`config.mk`:
```
export PLATFORM = sky130hd
export DESIGN_NAME = pi1_req_queue_flat
export DESIGN_NICKNAME = d
export VERILOG_FILES = /design/src/rtl/pi1_pkg.sv /design/src/rtl/pi1_cmd_if.sv /design/src/rtl/pi1_req_queue.sv /design/src/flat_wrapper.sv
export VERILOG_INCLUDE_DIRS = /design/src /design/src/rtl
export SDC_FILE = /design/constraint.sdc
export NUM_CORES = 1
export LEC_CHECK = 0
export BUFFER_PORTS_ARGS = -buffer_cell sky130_fd_sc_hd__buf_4
export CELL_PAD_IN_SITES_DETAIL_PLACEMENT = 1
export CELL_PAD_IN_SITES_GLOBAL_PLACEMENT = 1
export CORE_MARGIN = 1
export CORE_UTILIZATION = 54
export CTS_CLUSTER_SIZE = 25
export DETAILED_ROUTE_END_ITERATION = 8
export GPL_TIMING_DRIVEN = 0
export PLACE_DENSITY = 0.83
export SYNTH_ARGS = -nofsm -noshare
export SYNTH_HDL_FRONTEND = slang
export SYNTH_SLANG_ARGS = --single-unit
```
`constraint.sdc`:
```
create_clock -name axi4_clk_i -period 4.1 [get_ports axi4_clk_i]
set_clock_uncertainty 0.1 [all_clocks]
set_input_delay 0.82 -clock axi4_clk_i [delete_from_list [all_inputs] [get_ports axi4_clk_i]]
set_output_delay 0.82 -clock axi4_clk_i [all_outputs]
set_load 0.1 [all_outputs]
```
`src/rtl/bridge_cfg.svh`:
```
//////////////////////////////////////////////////////////////////////
// Bridge build settings. Queue depth and credit count must be powers of
// two; the AXI4 byte address is BRIDGE_ADDR_W plus two bits wide.
//////////////////////////////////////////////////////////////////////

`ifndef BRIDGE_CFG_SVH
`define BRIDGE_CFG_SVH

// data word width in bits.
`define BRIDGE_DATA_W 32

// PI1 word-address width.
`define BRIDGE_ADDR_W 10

// request queue entries.
`define BRIDGE_QUEUE_DEPTH 4

// command slots held by the bridge, also the initial credit count.
`define BRIDGE_CREDITS 2

// on-chip memory size in words.
`define BRIDGE_MEM_WORDS 1024

`endif

```
`src/rtl/pi1_pkg.sv`:
```
//////////////////////////////////////////////////////////////////////
// PI1 request and response types. NOOP never reaches the bridge.
//////////////////////////////////////////////////////////////////////

`default_nettype none

`include "bridge_cfg.svh"

package pi1_pkg;

	typedef enum logic [1:0] {
		PI1_NOOP = 2'b00,
		PI1_WR   = 2'b01,
		PI1_RD   = 2'b10,
		PI1_RW   = 2'b11 // read the old word, then write the new one.
	} pi1_op_t;

	typedef struct packed {
		pi1_op_t                     op;
		logic [`BRIDGE_ADDR_W-1:0]   addr;
		logic [`BRIDGE_DATA_W-1:0]   data;
		logic [`BRIDGE_DATA_W/8-1:0] sel;
	} pi1_req_t;

	typedef struct packed {
		logic [`BRIDGE_DATA_W-1:0] data;
		logic                      wr_only; // set when the request was a plain write.
	} pi1_rsp_t;

endpackage

`default_nettype wire

```
`src/rtl/pi1_cmd_if.sv`:
```
//////////////////////////////////////////////////////////////////////
// Queue to bridge command link. There is no ready; the sender spends one
// credit per command and the receiver returns it with credit_ret.
//////////////////////////////////////////////////////////////////////

`timescale 1ns/1ps
`default_nettype none

`include "bridge_cfg.svh"

interface pi1_cmd_if import pi1_pkg::*; ();

	logic     cmd_valid; // one cycle per transferred command.
	pi1_req_t cmd;
	logic     credit_ret; // one cycle per freed command slot.

	modport src (
		output cmd_valid,
		output cmd,
		input  credit_ret
	);

	modport dst (
		input  cmd_valid,
		input  cmd,
		output credit_ret
	);

endinterface

`default_nettype wire

```
`src/rtl/pi1_req_queue.sv`:
```
//////////////////////////////////////////////////////////////////////
// Synchronous request FIFO. Requests must arrive already qualified as
// non-NOOP; a command is sent only while a credit is held.
//////////////////////////////////////////////////////////////////////

`timescale 1ns/1ps
`default_nettype none

`include "bridge_cfg.svh"

module pi1_req_queue import pi1_pkg::*; (
	input  wire           axi4_clk_i,
	input  wire           rst_n_i,
	input  wire           req_valid_i,
	input  wire pi1_req_t req_i,
	output logic          rdy_o,
	pi1_cmd_if.src        cmd
);

	localparam int DEPTH = `BRIDGE_QUEUE_DEPTH;
	localparam int PTR_W = $clog2(DEPTH);
	localparam int CNT_W = $clog2(DEPTH + 1);
	localparam int CRD_W = $clog2(`BRIDGE_CREDITS + 1);

	pi1_req_t         fifo_mem [DEPTH];
	logic [PTR_W-1:0] wr_ptr;
	logic [PTR_W-1:0] rd_ptr;
	logic [CNT_W-1:0] count;
	logic [CRD_W-1:0] credits;
	logic             push;
	logic             pop;

	assign rdy_o = (count != CNT_W'(DEPTH));
	assign push  = req_valid_i && rdy_o;

	// every cycle with an entry and a credit is a transfer.
	assign pop = (count != '0) && (credits != '0);

	assign cmd.cmd_valid = pop;
	assign cmd.cmd       = fifo_mem[rd_ptr];

	always_ff @(posedge axi4_clk_i) begin
		if (push) begin
			fifo_mem[wr_ptr] <= req_i;
		end
	end

	always_ff @(posedge axi4_clk_i or negedge rst_n_i) begin
		if (!rst_n_i) begin
			wr_ptr  <= '0;
			rd_ptr  <= '0;
			count   <= '0;
			credits <= CRD_W'(`BRIDGE_CREDITS);
		end else begin
			if (push) begin
				wr_ptr <= wr_ptr + 1'b1; // wraps since the depth is a power of two.
			end
			if (pop) begin
				rd_ptr <= rd_ptr + 1'b1;
			end
			count   <= count + CNT_W'(push) - CNT_W'(pop);
			credits <= credits + CRD_W'(cmd.credit_ret) - CRD_W'(pop);
		end
	end

endmodule

`default_nettype wire

```
`src/flat_wrapper.sv`:
```
// flat-port wrapper written by rule: the top's interface ports become plain ports
module pi1_req_queue_flat import pi1_pkg::*;
  (axi4_clk_i, rst_n_i, req_valid_i, req_i, rdy_o, cmd_cmd_valid, cmd_cmd, cmd_credit_ret);
  pi1_cmd_if cmd_i ();
  input  wire axi4_clk_i;
  input  wire rst_n_i;
  input  wire req_valid_i;
  input  wire pi1_req_t req_i;
  output logic rdy_o;
  output wire logic [$bits(cmd_i.cmd_valid)-1:0] cmd_cmd_valid;
  output wire logic [$bits(cmd_i.cmd)-1:0] cmd_cmd;
  input wire logic [$bits(cmd_i.credit_ret)-1:0] cmd_credit_ret;
  assign cmd_cmd_valid = cmd_i.cmd_valid;
  assign cmd_cmd = cmd_i.cmd;
  assign cmd_i.credit_ret = cmd_credit_ret;
  pi1_req_queue u_core (.axi4_clk_i(axi4_clk_i), .rst_n_i(rst_n_i), .req_valid_i(req_valid_i), .req_i(req_i), .rdy_o(rdy_o), .cmd(cmd_i));
endmodule
```
==> After elaboration in Yosys (flattened, before gate mapping) <==
Memories as Yosys holds them, arrays and structs flattened.
Index checks and enable logic that the tools add are counted.
{ "word_totals": {"ff_bits": 9, "mem_count": 1, "ramBits": 192, "in_bits": 52} }
{ "op_classes": {"add_sub_neg": 6, "eq_ne": 1, "n_reduce_logical": 4, "n_mux": 2} }
{ "memory_table": {"columns": ["name", "words", "width", "rd", "rd_ports_with_merged_regs", "wr", "line", "rtl"], "rows": [
  ["u_core.fifo_mem", 4, 48, 1, 0, 1, "pi1_req_queue.sv:25", "pi1_req_t fifo_mem [DEPTH];"]
]} }
{ "op_table": {"columns": ["operator", "count"], "rows": [
  ["adder 2 x 1 -> 2 bit (second input constant)", 2],
  ["adder 3 x 1 -> 3 bit", 1],
  ["!= test 3 bit (second input constant)", 1],
  ["nonzero test 3 bit", 1],
  ["subtractor 3 x 1 -> 3 bit", 1],
  ["adder 2 x 1 -> 2 bit", 1],
  ["logical AND 1 bit", 2],
  ["two-way mux 1 bit", 2],
  ["nonzero test 2 bit", 1],
  ["subtractor 2 x 1 -> 2 bit", 1]
]} }

==> Longest topological paths before layout <==
Gate-level depths: netlist of the first run.
{ "depth": {"word_depth": 4, "mapped_depth": 7} }

==> Least setup slack after synthesis of the first run <==
OpenSTA, ideal clock, no wires.
{ "synth_timing": {"path_type": "in2reg", "from": "in req_valid_i", "to": "mem u_core.fifo_mem[0][0] (netlist bit), enable pin", "path_slack_ns": 1.317, "arrival_ns": 2.272, "cell_stages": 2, "setup_time_ns": 0.410, "cell_sequence": "a21boi_2 -> and2_1"} }
{ "synth_via": {"elab_chain_len": 3} }
{ "synth_lines": {"columns": ["element", "line", "rtl"], "rows": [
  ["start: declaration", "flat_wrapper.sv:7", "input wire req_valid_i;"],
  ["logical AND 1 bit", "pi1_req_queue.sv:34", "assign push = req_valid_i && rdy_o;"],
  ["two-way mux 1 bit", "pi1_req_queue.sv:43", "if (push) begin"],
  ["two-way mux 1 bit (implied by the code)", "pi1_req_queue.sv:44", "fifo_mem[wr_ptr] <= req_i;"],
  ["end: declaration", "pi1_req_queue.sv:25", null]
]} }
Every way passes these cells.

==> Final worst setup path of the first run <==
{ "layout_timing": {"from": "reg u_core.rd_ptr[1]", "to": "out cmd_cmd[28]"} }
{ "layout_via": {"elab_chain_len": 1} }
{ "layout_lines": {"columns": ["element", "line", "rtl"], "rows": [
  ["start: declaration", "pi1_req_queue.sv:27", "logic [PTR_W-1:0] rd_ptr;"],
  ["start signal: assignment", "pi1_req_queue.sv:59", "rd_ptr <= rd_ptr + 1'b1;"],
  ["memory read (4 x 48 bit)", null, null],
  ["end: declaration", "flat_wrapper.sv:11", "output wire logic [$bits(cmd_i.cmd)-1:0] cmd_cmd;"]
]} }
Every way passes these cells.

==> results by group, run 1 <==
Die
  • Starting Density: 55.82%
  • I/O pin count: 102
  • Die extent in y: 119.7 um
  • Core Rows: 42
  • Chip Width: 119.7 um
  • Die ar.: 0.01433 mm^2
  • Core area: 0.01340 mm^2

Synth
  • Adder-cell share of the synthesized area: 1.271%
  • Top cell type's share of synthesized area: 77.08%
  • Largest family of logic cells by synthesized area: multiplexers
  • Simple-gate share of the synthesized area: 0.7360%
  • Post-synthesis cell area: 0.007480 mm^2
  • Synth area leaders: edfxtp_1 (77%), mux4_2 (14%), dfrtp_1 (2.7%), buf_12 (1.3%), ha_1 (1.0%)
  • Yosys top cell by area: edfxtp_1
  • Post-Syn Instances: 294
  • Mux cell area share after synthesis: 14.60%
  • Area fraction in compound gates after synthesis: 0.5186%
  • Synth Warn #: 0
  • Post-Synth XOR/XNOR Area: 0.7026%
  • Syn Nets: 353
  • Avg Synthesized Cell Area: 25.44 um^2
  • Synthesized flop and latch total: 201
  • Sequential fraction of the synthesis area: 80.11%
  • Synth unique cells: 23

Detailed routing
  • DR vias/cell: 5.608
  • Detailed-route via count: 3438
  • Final ANT Viol Nets: 0
  • Routed WL per cell: 23.67 um
  • Residual DRC: 0
  • Final wirelength: 14510 um
  • DRT iter0 DRCs: 144
  • First-pass detailed-route iteration total: 4

Cells and area
  • Post-route core utilization: 68.93%
  • Multi-input logic area: 0.001339 mm^2
  • Register area: 0.005992 mm^2
  • Area Growth Syn to Fin: 23.49%
  • Fillers: 1038
  • Most frequent cells in the layout: edfxtp_1 (192), buf_4 (102), mux4_2 (48), clkbuf_16 (21), buf_12 (9)
  • Post-layout nets: 482
  • # diodes: 0
  • Commonest non-fill, non-tap cell in the layout: edfxtp_1
  • Share of cells above drive strength 1: 46.22%

STA
  • Fin Setup TNS: 0 ns
  • Slew @ Worst Pin: 0.5781 ns
  • Fmax: 0.3358 GHz
  • Worst slew margin: 61.46%
  • RSZ-0062 raised after global routing: false
  • Tmin final: 2.978 ns
  • Share of the clock period used by the worst path: 72.63%
  • Final hold vios: 0
  • Final setup violation count: 0
  • Setup slack after layout: 1.122 ns
  • Slew Viols, Final: 0
  • Worst hold margin: 0.05813 ns

Clock tree
  • Post-CTS Hold Buffers: 0
  • Worst skew pair latency: 0.47 ns
  • H-tree levels: 1
  • Setup bufs post-CTS: 0
  • TritonCTS Buffers: 21
  • TritonCTS clock tree: built
  • CTS clk-pin slew, worst paths: 0.06 ns
  • Post-cts sizing count: 0
  • Clock Root Buffer: clkbuf_16
  • CTS Buffer Depth: 3
  • Sink Count: 201

GRT
  • Initial antenna violation count: 0
  • Tot GR Track Use: 21.11%
  • Vias in the first global route: 3887
  • Largest net degree at the start of global routing: 33
  • GR Overflow Total: 0
  • Global-route wire length before repair: 22220 um

Placement
  • I/O Buffers: 101
  • RePlAce Congestion: 0.6947
  • Post-DP HPWL: 8798 um
  • Pre-CTS WS: 1.481 ns

Critical path
  • Reg-to-reg slack, setup: 1.86 ns
  • CP Launch Type: flop
  • Kind of critical path: flop to output pin
  • Crit path required time: 3.18 ns
  • Crit Path Max Fanout: 10
  • CP endpoint kind: output pin
  • Crit path arrival time: 2.06 ns

Outcome
  • Status: completed

Hold path
  • HP Class: primary input to asynchronous set/reset pin

Run
  • Max Cap Viol: 0
[cells by family after synthesis]
kind of cell | Yosys count
multiplexers | 49
buffers and inverters | 15
AO/OA/AOI/OAI | 5
AND/OR/NAND/NOR | 11
XOR/XNOR | 6
flip-flops | 201
adder cells (fa/ha/maj) | 7
[state kept, by name (all words and copies together) (netlist names)]
name / flops
u_core.fifo_mem: 192
u_core.count: 3
u_core.credits: 2
u_core.rd_ptr: 2
u_core.wr_ptr: 2
[path summary, 6_finish.rpt]
kind,from,to,cells past startpoint
max,u_core.rd_ptr[1],cmd_cmd[28],4
min,rst_n_i,u_core.credits[0],1
max reg2reg,u_core.count[2],u_core.count[2],7
min reg2reg,u_core.credits[1],u_core.credits[1],2
max in group asynchronous,rst_n_i,u_core.credits[1],1
min in group axi4_clk_i,req_i[9],u_core.fifo_mem[3][9],1
[layout make-up]
type	count	area share [%]
timing repair buffer	106	9.374
sequential	201	64.87
buffer	11	1.504
tap	176	2.384
inverter	4	0.1626
multi-input combinational	78	14.49
clock inverter	9	1.124
clock buffer	28	6.082
[synthesized netlist by cell type]
| master | number |
|---|---|
| o21ai_0 | 2 |
| mux4_2 | 48 |
| nor3_1 | 1 |
| inv_1 | 4 |
| buf_4 | 1 |
| nand2_1 | 4 |
| o31ai_1 | 1 |
| dfrtp_1 | 8 |
| nand2b_1 | 1 |
| mux2_2 | 1 |
| o32a_1 | 1 |
| a21boi_2 | 1 |
| and2_1 | 4 |
| buf_12 | 5 |
| edfxtp_1 | 192 |
| xnor2_1 | 4 |
| fa_1 | 1 |
| nor2_1 | 1 |
| buf_2 | 4 |
| xor2_1 | 2 |
| buf_6 | 1 |
| dfstp_2 | 1 |
| ha_1 | 6 |
[worst max-delay path, cell delays in order (launching register included)]
cell	delay [ns]
dfrtp_1	0.43
buf_2	0.30
buf_4	0.26
mux4_2	0.33
buf_4	0.25
[layer usage]
layer	routed length, um	vias up	global-route usage [%]
met5	0	-	0
met4	223	0	4.688
met3	710	19	3.089
met2	7501	98	36.89
met1	6074	1825	28.45
li1	-	1496	-
[through the flow]
stage / instance area, um^2 / std cells
6_report: 9236 / 613
2_1_floorplan: 7480 / 294
3_3_place_gp: 8458 / 571
4_1_cts: 9236 / 613
5_1_grt: 9236 / 613
3_5_place_dp: 8571 / 576
Power of run 1 is left out: the tool's default activity adds up to more than one toggle a clock period on the data nets, which glitch-free logic cannot reach.
==> run 2, diff against run 1 <==
CORE_UTILIZATION = 45   (was 54)
PLACE_DENSITY = 0.74   (was 0.83)
clock period = 2.4 ns   (was 4.1 ns; I/O delays follow)
==> results by group, run 2 (synthesized netlist as in run 1, its figures left out) <==
Clock tree
  • TritonCTS Buffers: 21
  • Worst skew pair latency: 0.48 ns
  • Sink Count: 201
  • Clock Root Buffer: clkbuf_16
  • TritonCTS clock tree: built
  • CTS Buffer Depth: 3
  • CTS clk-pin slew, worst paths: 0.06 ns
  • H-tree levels: 1

STA
  • Setup slack after layout: -0.1446 ns
  • Final hold vios: 0
  • Slew @ Worst Pin: 0.7779 ns
  • Tmin final: 2.545 ns
  • Fmax: 0.3930 GHz
  • RSZ-0062 raised after global routing: true
  • Worst slew margin: 48.14%
  • Share of the clock period used by the worst path: 106.0%
  • Final setup violation count: 48
  • Slew Viols, Final: 0

Cells and area
  • Most frequent cells in the layout: edfxtp_1 (192), buf_4 (55), mux4_2 (48), buf_6 (39), clkbuf_16 (24)
  • Commonest non-fill, non-tap cell in the layout: edfxtp_1
  • Largest regs: u_core.fifo_mem x192, u_core.count x3
  • Post-Layout Cell Count: 654
  • Max FFs per register: 192
  • Post-layout nets: 485
  • Fin area: 0.009557 mm^2
  • Share of cells above drive strength 1: 47.03%
  • Register area: 0.005993 mm^2
  • Fillers: 1318
  • Largest register by flop count: u_core.fifo_mem
  • Multi-input logic area: 0.001345 mm^2
  • # diodes: 0
  • Area Growth Syn to Fin: 27.77%

Critical path
  • Crit Path Max Fanout: 5
  • Crit path required time: 1.82 ns
  • Worst R2R Start: u_core.count[2]
  • Kind of critical path: flop to output pin
  • CP Launch Type: flop
  • Reg-to-reg slack, setup: 0.19 ns
  • FF-to-FF path depth: 7
  • Crit path arrival time: 1.96 ns
  • Reg2Reg Capture Point: u_core.count[2]
  • CP endpoint kind: output pin

GRT
  • Vias in the first global route: 3697
  • GR Overflow Total: 0
  • Initial antenna violation count: 0
  • Tot GR Track Use: 16.82%
  • Global-route wire length before repair: 20980 um
  • Largest net degree at the start of global routing: 49

Outcome
  • Violated checks: setup timing
  • Status: finished, violations left

Placement
  • Post-DP HPWL: 7993 um
  • I/O Buffers: 101
  • Dpl cell area: 0.008514 mm^2
  • RePlAce Congestion: 0.6760
  • Placed insts: 611

Hold path
  • HP Start: req_i[24]
  • Hold EP: u_core.fifo_mem[2][24]
  • Hold depth: 1
  • HP Class: primary input to flop

Die
  • Chip Width: 130.9 um
  • I/O pin count: 102
  • Core area: 0.01606 mm^2
  • Die extent in y: 130.9 um
  • Core Rows: 46
  • Die ar.: 0.01714 mm^2
  • Starting Density: 46.58%

Detailed routing
  • Detailed-route via count: 3346
  • First-pass detailed-route iteration total: 4
  • Final wirelength: 14150 um
  • Residual DRC: 0
  • DRT iter0 DRCs: 192
  • Routed WL per cell: 21.64 um
  • DR vias/cell: 5.116
  • Final ANT Viol Nets: 0

Run
  • Max Cap Viol: 0
-- run 2: changes by cell type in the layout (fill, tap and decap cells not counted), moves of 2 or more --
cell       change
and2_2         -4
clkinv_2       +5
buf_12         +8
clkbuf_1       -3
and2_4         +4
clkbuf_16      +3
buf_6         +38
buf_4         -47
bufinv_16      -2
inv_6          -2
-- run 2: through the flow --
stage	TNS, ns	setup slack (ns)	util, %	hold WS (ns)
global route	-7.668	-0.1938	59.51	0.08307
detailed placement	-38.70	-0.2172	53.02	0.2099
floorplan	0	0.04996	-	0.08441
global placement	-34.06	-0.1843	53.02	0.2086
finish	-4.943	-0.1446	59.51	0.09288
CTS	-43.27	-0.2144	59.00	0.07876
-- run 2: area by class of cell --
cell class                 count  share of cell area (%)
sequential                   201                   62.71
multi-input combinational     78                   14.07
timing repair buffer         110                   12.57
clock buffer                  25                   5.761
tap                          216                   2.828
buffer                        10                   1.401
clock inverter                10                  0.4975
inverter                       4                  0.1571
-- run 2: per-layer routing --
metal | wire (um) | part of all wire [%] | global-route usage (%)
met1 | 6166 | 44 | 22.14
met2 | 6992 | 49 | 28.73
met3 | 703 | 5.0 | 3.705
met4 | 288 | 2.0 | 3.922
met5 | 0 | 0 | 0
-- run 2: worst max path at each step --
stage,startpoint,to,slack (ns)
2_1_floorplan,u_core.count[2],u_core.count[2],0.05
6_report,u_core.rd_ptr[0],cmd_cmd[28],-0.14
4_1_cts,u_core.count[1],u_core.fifo_mem[1][42],-0.21
3_3_place_gp,req_valid_i,u_core.fifo_mem[2][21],-0.18
5_1_grt,u_core.rd_ptr[0],cmd_cmd[28],-0.19
3_5_place_dp,req_valid_i,u_core.fifo_mem[1][21],-0.22
-- run 2: critical path: stages, from the launching register on --
cell and delay (ns):
dfrtp_2 0.42, clkbuf_16 0.19, buf_12 0.13, mux4_2 0.55, buf_12 0.19
-- run 2: timing repair --
| item | CTS | global route |
|---|---|---|
| setup endpoints to repair | 240 | 48 |
| hold buffers | 1 | 0 |
| endpoints found under the hold margin | 9 | 0 |
| gates resized for setup | 61 | 17 |
| setup buffers | 3 | 1 |
| cloned | 3 | 3 |
Power of run 2 is left out for the same reason.
==> run 3, diff against run 2 <==
PLACE_DENSITY = unset   (was 0.74)
PLACE_DENSITY_LB_ADDON = 0.1   (was unset)
SKIP_CTS_REPAIR_TIMING = 1   (was unset)
==> results by group, run 3 (synthesized netlist as in run 1, its figures left out) <==
Outcome
  • Status: finished, violations left
  • Violated checks: setup timing

STA
  • Slew @ Worst Pin: 0.7789 ns
  • RSZ-0062 raised after global routing: true
  • Final setup violation count: 48
  • Worst hold margin: 0.09137 ns
  • Worst slew margin: 48.07%
  • Fin Setup TNS: -2.455 ns
  • Tmin final: 2.481 ns
  • Share of the clock period used by the worst path: 103.4%
  • Setup slack after layout: -0.08138 ns
  • Final hold vios: 0
  • Fmax: 0.4030 GHz
  • Slew Viols, Final: 0

Cells and area
  • Commonest non-fill, non-tap cell in the layout: edfxtp_1
  • Fillers: 1321
  • Share of cells above drive strength 1: 44.83%
  • Multi-input logic area: 0.001345 mm^2
  • Post-layout nets: 481
  • Area Growth Syn to Fin: 25.49%
  • Max FFs per register: 192
  • Largest register by flop count: u_core.fifo_mem
  • # diodes: 0
  • Register area: 0.005992 mm^2
  • Post-route core utilization: 58.45%
  • Most frequent cells in the layout: edfxtp_1 (192), buf_4 (54), buf_6 (50), mux4_2 (48), clkbuf_16 (21)
  • Largest regs: u_core.fifo_mem x192, u_core.count x3

Hold path
  • HP Class: primary input to flop

Critical path
  • Critical path's most frequent cell: buf_6
  • Crit path arrival time: 1.90 ns
  • CP endpoint kind: output pin
  • Kind of critical path: flop to output pin
  • Critical-path top delay cell: mux4_2
  • CP peak stage delay: 0.54 ns
  • CP delay by family, top: multiplexers
  • Worst-path cell chain: buf_6 > buf_12 > mux4_2 > buf_6
  • Reg-to-reg slack, setup: 0.24 ns
  • CP Launch Type: flop
  • Crit Path Max Fanout: 10
  • WP buf/inv: 3
  • Crit path required time: 1.82 ns

Clock tree
  • H-tree levels: 1
  • Clock Root Buffer: clkbuf_16
  • TritonCTS clock tree: built
  • CTS clk-pin slew, worst paths: 0.06 ns
  • Sink Count: 201
  • Worst skew pair latency: 0.48 ns
  • TritonCTS Buffers: 21
  • CTS Buffer Depth: 3

Detailed routing
  • DRT iter0 DRCs: 164
  • Residual DRC: 0
  • First-pass detailed-route iteration total: 4
  • Routed WL per cell: 20.46 um
  • Final ANT Viol Nets: 0
  • DR vias/cell: 5.198
  • Final wirelength: 13320 um
  • Detailed-route via count: 3384

GRT
  • Largest net degree at the start of global routing: 49
  • Initial antenna violation count: 0
  • Global-route wire length before repair: 19970 um
  • Vias in the first global route: 3586
  • GR Overflow Total: 0
  • Tot GR Track Use: 16.14%

Placement
  • Post-DP HPWL: 8090 um
  • Pre-CTS WS: -0.2047 ns
  • I/O Buffers: 101
  • RePlAce Congestion: 0.7032

Die
  • Core Rows: 46
  • I/O pin count: 102
  • Chip Width: 130.9 um
  • Die ar.: 0.01714 mm^2
  • Die extent in y: 130.9 um
  • Starting Density: 46.58%
  • Core area: 0.01606 mm^2

Run
  • Max Cap Viol: 0
## run 3: cell types whose count changed in the layout (fill, tap and decap cells not counted)
cell	previous run	this run
buf_12	17	8
clkbuf_16	24	21
clkbuf_8	1	0
buf_4	55	54
dfrtp_1	7	8
buf_16	1	0
buf_8	1	0
clkbuf_1	3	10
bufinv_16	0	1
dfrtp_2	1	0
buf_6	39	50
clkinv_2	8	2
## run 3: worst paths after layout
kind,start,to,cells after the start
worst max register to register,u_core.count[2],u_core.count[2],7
worst min register to register,u_core.credits[1],u_core.credits[1],2
max in group asynchronous,rst_n_i,u_core.credits[1],2
worst min-delay path,req_i[40],u_core.fifo_mem[2][40],1
worst max-delay path,u_core.rd_ptr[0],cmd_cmd[4],4
min in group asynchronous,rst_n_i,u_core.credits[0],2
## run 3: layout make-up
type	count	area share (%)
plain buffers	11	1.546
clock buffers	31	5.998
clock inverters	5	0.5065
inverters	4	0.1600
multi-input cells	78	14.33
flip-flops and latches	201	63.84
well taps	216	2.879
repair buffers	105	10.74
## run 3: through the flow
step	area, um^2	cells
detailed placement	8574	614
CTS	9185	650
global placement	8514	611
finish	9387	651
floorplan	7486	294
global route	9387	651
## run 3: layer usage
metal	part of all wire, %	track usage (%)	up-vias
met2	52	28.14	93
met3	5.2	3.624	21
met4	2.2	4.665	0
met5	0	0	-
met1	41	20.29	1768
li1	-	-	1502
Power of run 3 is left out for the same reason.
